$ cat src/logic/bp_pkg.sv
package bp_pkg;

    ////////////////////////////////////////////////////////////////////////////
    // Predictor geometry
    ////////////////////////////////////////////////////////////////////////////

    // Width of a fetch address and a branch target
    localparam int unsigned PC_BITS = 32;

    // Global history length
    localparam int unsigned GHR_BITS = 8;

    // Counter table index, 1K entries
    localparam int unsigned PHT_BITS = 10;
    localparam int unsigned PHT_ENTRIES = 1 << PHT_BITS;

    // BTB index and tag, 64 entries
    localparam int unsigned BTB_BITS = 6;
    localparam int unsigned BTB_ENTRIES = 1 << BTB_BITS;
    localparam int unsigned BTB_TAG_BITS = 8;

    // Byte offset within a 32-bit word
    localparam int unsigned PC_ALIGN_BITS = 2;

    // Two-bit saturating counter, upper bit means taken
    typedef enum logic [1:0] {
        STRONG_NOT_TAKEN = 2'd0,
        WEAK_NOT_TAKEN   = 2'd1,
        WEAK_TAKEN       = 2'd2,
        STRONG_TAKEN     = 2'd3
    } counter_state_e;

    ////////////////////////////////////////////////////////////////////////////
    // Internal structs
    ////////////////////////////////////////////////////////////////////////////

    // Table indices derived from one pc and one history value
    typedef struct packed {
        logic [PHT_BITS-1:0]     pht_idx;
        logic [BTB_BITS-1:0]     btb_idx;
        logic [BTB_TAG_BITS-1:0] btb_tag;
    } bp_indices_t;

    // One BTB slot
    typedef struct packed {
        logic                    valid;
        logic [BTB_TAG_BITS-1:0] tag;
        logic [PC_BITS-1:0]      target;
    } btb_entry_t;

    // Fetch asks the predictor about pc
    typedef struct packed {
        logic               valid;
        logic [PC_BITS-1:0] pc;
    } predict_req_t;

    // Combined answer, same cycle
    typedef struct packed {
        logic                taken;
        logic [PC_BITS-1:0]  target;
        logic [GHR_BITS-1:0] ghr_snapshot;
    } predict_resp_t;

endpackage

$ cat src/logic/core_pkg.sv
package core_pkg;

    // Address and data width of the core
    localparam int unsigned XLEN = bp_pkg::PC_BITS;

    // First fetch address out of reset
    localparam logic [XLEN-1:0] RESET_PC = 32'h0000_1000;

    ////////////////////////////////////////////////////////////////////////////
    // Fetch packet, one per fetch cycle
    ////////////////////////////////////////////////////////////////////////////
    typedef struct packed {
        logic                          valid;
        logic [XLEN-1:0]               pc;
        logic                          pred_taken;
        logic [XLEN-1:0]               pred_target;
        // History seen by this fetch, carried down the pipe
        logic [bp_pkg::GHR_BITS-1:0]   ghr_snapshot;
    } fetch_packet_t;

    ////////////////////////////////////////////////////////////////////////////
    // Retire-side branch resolution
    ////////////////////////////////////////////////////////////////////////////
    typedef struct packed {
        logic                          valid;
        logic [XLEN-1:0]               pc;
        logic                          actual_taken;
        logic [XLEN-1:0]               actual_target;
        logic                          mispredict;
        logic [XLEN-1:0]               redirect_pc;
        logic [bp_pkg::GHR_BITS-1:0]   ghr_snapshot;
    } retire_update_t;

endpackage

$ cat src/logic/fetch_pc_unit.sv
`timescale 1ns/1ps

module fetch_pc_unit (
    input  logic                     clock,
    input  logic                     reset,
    input  logic                     stall_i,
    input  core_pkg::retire_update_t retire_i,
    // Same-cycle exchange with the predictor
    input  bp_pkg::predict_resp_t    predict_resp_i,
    output bp_pkg::predict_req_t     predict_req_o,
    output core_pkg::fetch_packet_t  fetch_o
);

    import core_pkg::*;

    logic [XLEN-1:0] pc_q;
    logic [XLEN-1:0] pc_d;
    logic            bubble_q;
    logic            redirect;
    logic            fetch_valid;

    assign redirect = retire_i.valid && retire_i.mispredict;

    // No fetch while stalled or in the dead cycle after a redirect
    assign fetch_valid = !stall_i && !bubble_q;

    ////////////////////////////////////////////////////////////////////////////
    // Next pc
    ////////////////////////////////////////////////////////////////////////////

    // Redirect ignores stall
    always_comb begin
        if (redirect) begin
            pc_d = retire_i.redirect_pc;
        end else if (!fetch_valid) begin
            pc_d = pc_q;
        end else begin
            pc_d = predict_resp_i.target;
        end
    end

    // Bubble comes up out of reset too, so valid stays low there
    always_ff @(posedge clock) begin
        if (reset) begin
            pc_q     <= RESET_PC;
            bubble_q <= 1'b1;
        end else begin
            pc_q     <= pc_d;
            bubble_q <= redirect;
        end
    end

    assign predict_req_o.valid = fetch_valid;
    assign predict_req_o.pc    = pc_q;

    // Packet out
    always_comb begin
        fetch_o.valid        = fetch_valid;
        fetch_o.pc           = pc_q;
        fetch_o.pred_taken   = predict_resp_i.taken;
        fetch_o.pred_target  = predict_resp_i.target;
        fetch_o.ghr_snapshot = predict_resp_i.ghr_snapshot;
    end

endmodule

$ cat config.mk
export PLATFORM = sky130hd
export DESIGN_NAME = fetch_pc_unit
export DESIGN_NICKNAME = d
export VERILOG_FILES = /design/src/logic/bp_pkg.sv /design/src/logic/core_pkg.sv /design/src/logic/fetch_pc_unit.sv
export SDC_FILE = /design/constraint.sdc
export NUM_CORES = 1
export LEC_CHECK = 0
export ABC_AREA = 1
export BUFFER_PORTS_ARGS = -buffer_cell sky130_fd_sc_hd__buf_4
export CORE_AREA = 2 2 99 101
export DETAILED_ROUTE_END_ITERATION = 10
export DIE_AREA = 0 0 101 103
export PLACE_DENSITY = 0.64
export SETUP_SLACK_MARGIN = 0.15
export SYNTH_ARGS = -nofsm -noshare
export SYNTH_HDL_FRONTEND = slang
export SYNTH_SLANG_ARGS = --single-unit
$ cat constraint.sdc
create_clock -name clock -period 1.16 [get_ports clock]
set_input_delay 0.232 -clock clock [delete_from_list [all_inputs] [get_ports clock]]
set_output_delay 0.232 -clock clock [all_outputs]
set_load 0.05 [all_outputs]
# Word-level counts from Yosys, hierarchy flattened
# Cells that the tools add are included.
dict set report op_classes {
  mux 2
  reduce_logical 5
}
# cell count
set op_table {}
lappend op_table {{two-way mux 32 bit} 2}
lappend op_table {{logical AND 1 bit} 2}
lappend op_table {{logical NOT 1 bit} 2}
lappend op_table {{nonzero test 2 bit} 1}
dict set report word_totals {
  wordCells 9
  regBits 33
  inputBits 151
  output_inout_bits 107
}

# Depth between registers and ports, before layout
dict set report depth {
  word_depth 4
  depth_mapped 6
  mapped_depth_nobuf 5
}

# Worst setup path before layout
# No wires, ideal clock.
dict set report synth_path {
  path_kind {register -> output}
  from {register pc_q[12]}
  to {output predict_req_o[12] (netlist bit)}
  path_buffers 1
  arrival_time_ps 914
  path_stages_with_launch 2
  slack_ps 14
  t_required_ps 928
  cell_sequence {dfxtp_1 > buf_4}
}
# element line
set synth_rtl {}
lappend synth_rtl {{start: declaration} fetch_pc_unit.sv:16} ;# logic [XLEN-1:0] pc_q;
lappend synth_rtl {{start signal: assignment} fetch_pc_unit.sv:48} ;# pc_q <= pc_d;
lappend synth_rtl {{end: declaration} fetch_pc_unit.sv:10} ;# output bp_pkg::predict_req_t predict_req_o,
# No word-level cell between the ends.

# Worst setup path after layout
dict set report layout_path {
  from {register bubble_q}
  to {register pc_q[21]}
}
dict set report layout_via {
  elab_chain_cells 3
}
# element line
set layout_lines {}
lappend layout_lines {{start: declaration} fetch_pc_unit.sv:18} ;# logic bubble_q;
lappend layout_lines {{start signal: assignment} fetch_pc_unit.sv:49} ;# bubble_q <= redirect;
lappend layout_lines {{logical NOT 1 bit} fetch_pc_unit.sv:25} ;# assign fetch_valid = !stall_i && !bubble_q;
lappend layout_lines {{logical AND 1 bit} fetch_pc_unit.sv:25}
lappend layout_lines {{nonzero test 2 bit (no line)} --}
# Every way passes these cells.
# A chain may end at the register's enable or synchronous reset.

==> impl_metrics.toml <==
[run_status]
status = "complete, but fails checks"
failed_checks = "negative setup slack"

[route]
routedWlPerCell_um = 11.37
via_per_inst = 4.139
vias = 2467
antenna_left = 0
first_iter_violations = 32
wl_um = 6776
dr.pass1.iters = 4
route.detailed.drc = 0

[power]
p_leak_nw = 2.182
vdd_ir_drop_max_v = 0.0004458
power_density_nw_per_um2 = 1100
power.total_mw = 4.598

[placement]
gp_congestion = 0.7850
pre_cts_ws_ns = 0.04673
hpwl_um = 4648
portBuffers = 166

[floorplanning]
num_rows = 36
core-area_um2 = 9459
die_h_um = 103
die_area_um2 = 10400
die_width_um = 101
io_pins = 258
initial_core_util_pct = 25.77

[timing]
setup_viol = 15
clock-skew-final_ns = 0.001571
max_slew.worst_pin.slew_ns = 0.2014
slew_headroom_pct = 86.52
rsz0062_at_grt = "yes"
period_needed_ns = 1.179
setup_slack_ns = -0.01937
worst_hold_slack_ns = 0.2559
hold_viol = 0
maxSlewViolCount = 0
max_freq_ghz = 0.8479
fin_crit_sh_pct = 101.7

[setup_path]
r2r_start = "bubble_q$_SDFF_PP1_"
cpMostUsedCell = "nor2_1"
cp.buffers_inverters = 3
setup.worst_path.start_class = "flip-flop"
cp_cell_sequence = "buf_4 > o21ai_4 > buf_12 > clkbuf_16 > nand2_1 > nor2_1 > nor2_1"
criticalPathCategory = "reg -> reg"
critPathMaxFanout = 9
slowest_delay_ns = 0.32
reg2reg_depth = 7
cpMaxStageDelayCell = "dfxtp_2"
crit_arrival_ns = 1.35
end_kind = "flip-flop"
path_delay_family = "buffers and inverters"
rrSetupSlack_ns = -0.02
cp.required_ns = 1.33
r2r-end = "pc_q[21]$_SDFFE_PP0P_"

[hold_path]
hold_path.startpoint = "predict_resp_i[20]"
whs_path_depth = 5
holdCritPathClass = "in -> reg"
hold_end = "pc_q[12]$_SDFFE_PP1P_"

[logic_synthesis]
yosys-mux-area-fraction_pct = 0
ys_warn_count = 0
netlist_instances = 389
synth_compound_area_share_pct = 0.3593
synth_top_family_by_area = "simple AND/OR/NAND/NOR gates"
synth_area_um2 = 2437
synth_fa_ha_area_share_pct = 0
synth_top_cell_area_share_pct = 27.10
syn_nets = 540
synth_top_area_cell = "dfxtp_1"
synthDistinctLibCells = 13
synthTopCellsByArea = "dfxtp_1 (27%), buf_4 (23%), nand2_1 (15%), nor2_1 (14%), nand3b_1 (9.5%)"
synthSimpleGateAreaFrac_pct = 39.84
avgSynthCellArea_um2 = 6.266
ys_seq_area_share_pct = 27.10
synthXorXnorAreaFrac_pct = 0
ys_ff_latch = 33

[layout]
drive_gt1_share_pct = 52.90
fin_util_pct = 44.18
final_common_cell = "buf_4"
seq_area_um2 = 777.0
area_growth_pct = 71.46
multi_input_area_um2 = 1082
nFillCells = 924
n_antenna_cell = 0
nNetsFinal = 632
final_cell_mix = "buf_4 (103), nor2_1 (81), nand2_1 (76), buf_8 (66), inv_1 (33)"

[global_routing]
grt_pass1_wl_um = 10340
grt_overflow = 0
grt_max_degree = 49
antenna_found_initial = 0
grt_usage_pct = 12.21
grt_pass1_vias = 2343

[clock_network]
clk_latency_ns = 0.27
h-tree-depth = 2
clk_path_buf_depth = 2
cts_tree = "built"
clkTransAtPathRegs_ns = 0.07
cts_sinks = 33
holdBufCountCts = 0
cts_root_buffer = "clkbuf_8"
cts_buffers = 5

[flow_run]
max_cap_violations = 0
-- worst reg2reg max path: cells and delay by family, from the launching register on --
family,cells,cell delay (ns)
buffers and inverters,3,0.43
flip-flops,1,0.32
AO/OA/AOI/OAI,1,0.14
AND/OR/NAND/NOR,3,0.17
-- Yosys cell counts --
| cell type | number |
|---|---|
| nand2_2 | 1 |
| nand3b_1 | 31 |
| buf_1 | 1 |
| dfxtp_1 | 33 |
| nor2_1 | 93 |
| clkbuf_1 | 3 |
| buf_6 | 2 |
| nand3_1 | 3 |
| inv_1 | 35 |
| o21ai_2 | 1 |
| nand2_1 | 98 |
| buf_4 | 75 |
| buf_2 | 13 |
-- flip-flops by register name (all words and copies together), names as in the netlist --
register and flops:
bubble_q 1, pc_q 32
-- cell type report --
cell class                 count  area share (%)
timing repair buffer         179           47.04
multi-input combinational    227           25.90
sequential                    33           18.59
tap                          114           3.413
inverter                      35           3.144
clock buffer                   8           1.916
-- worst max-delay path by stage --
stage | startpoint | end | slack, ns | cells after the start
after floorplan | bubble_q$_SDFF_PP1_ | fetch_o[73] | 0.16 | 5
after global placement | retire_i[106] | pc_q[25]$_SDFFE_PP0P_ | 0.06 | 7
after detailed placement | retire_i[106] | pc_q[4]$_SDFFE_PP0P_ | 0.05 | 7
after CTS | bubble_q$_SDFF_PP1_ | fetch_o[73] | -0.03 | 4
after global routing | bubble_q$_SDFF_PP1_ | pc_q[21]$_SDFFE_PP0P_ | -0.07 | 7
final | bubble_q$_SDFF_PP1_ | pc_q[21]$_SDFFE_PP0P_ | -0.02 | 7
-- report_power, final --
part / internal, mW / total (mW) / switching (mW)
clock network: 0.426 / 0.823 / 0.397
registers: 1.24 / 1.38 / 0.145
logic: 1.01 / 2.39 / 1.38
total: 2.68 / 4.60 / 1.92
-- layer usage --
metal  up-vias  share of wire (%)  global-route usage [%]
met3         5                5.7                   2.305
met1      1102                 37                   12.55
met2        91                 56                   24.56
met5         -                  0                       0
li1       1269                  -                       -
met4         0                1.0                   4.158
-- cell families after synthesis --
group	Yosys count
buf+inv	129
flops	33
compound gates	1
simple gates	226
-- through the flow --
stage                     std cells  setup TNS, ns  area [um2]
after global routing            596         -1.796        4179
final                           596        -0.1461        4179
after global placement          583              0        3326
after detailed placement        583              0        3326
after floorplan                 389              0        2494
after CTS                       593       -0.05329        4074
-- repair_timing --
action | 4_1_cts | 5_1_grt
setup endpoints to repair | 97 | 98
buffers inserted | 2 | 1
gates cloned | 0 | 2
pin swaps | 6 | 4
resized for setup | 191 | 13
Power figures use the tool's default switching activity.
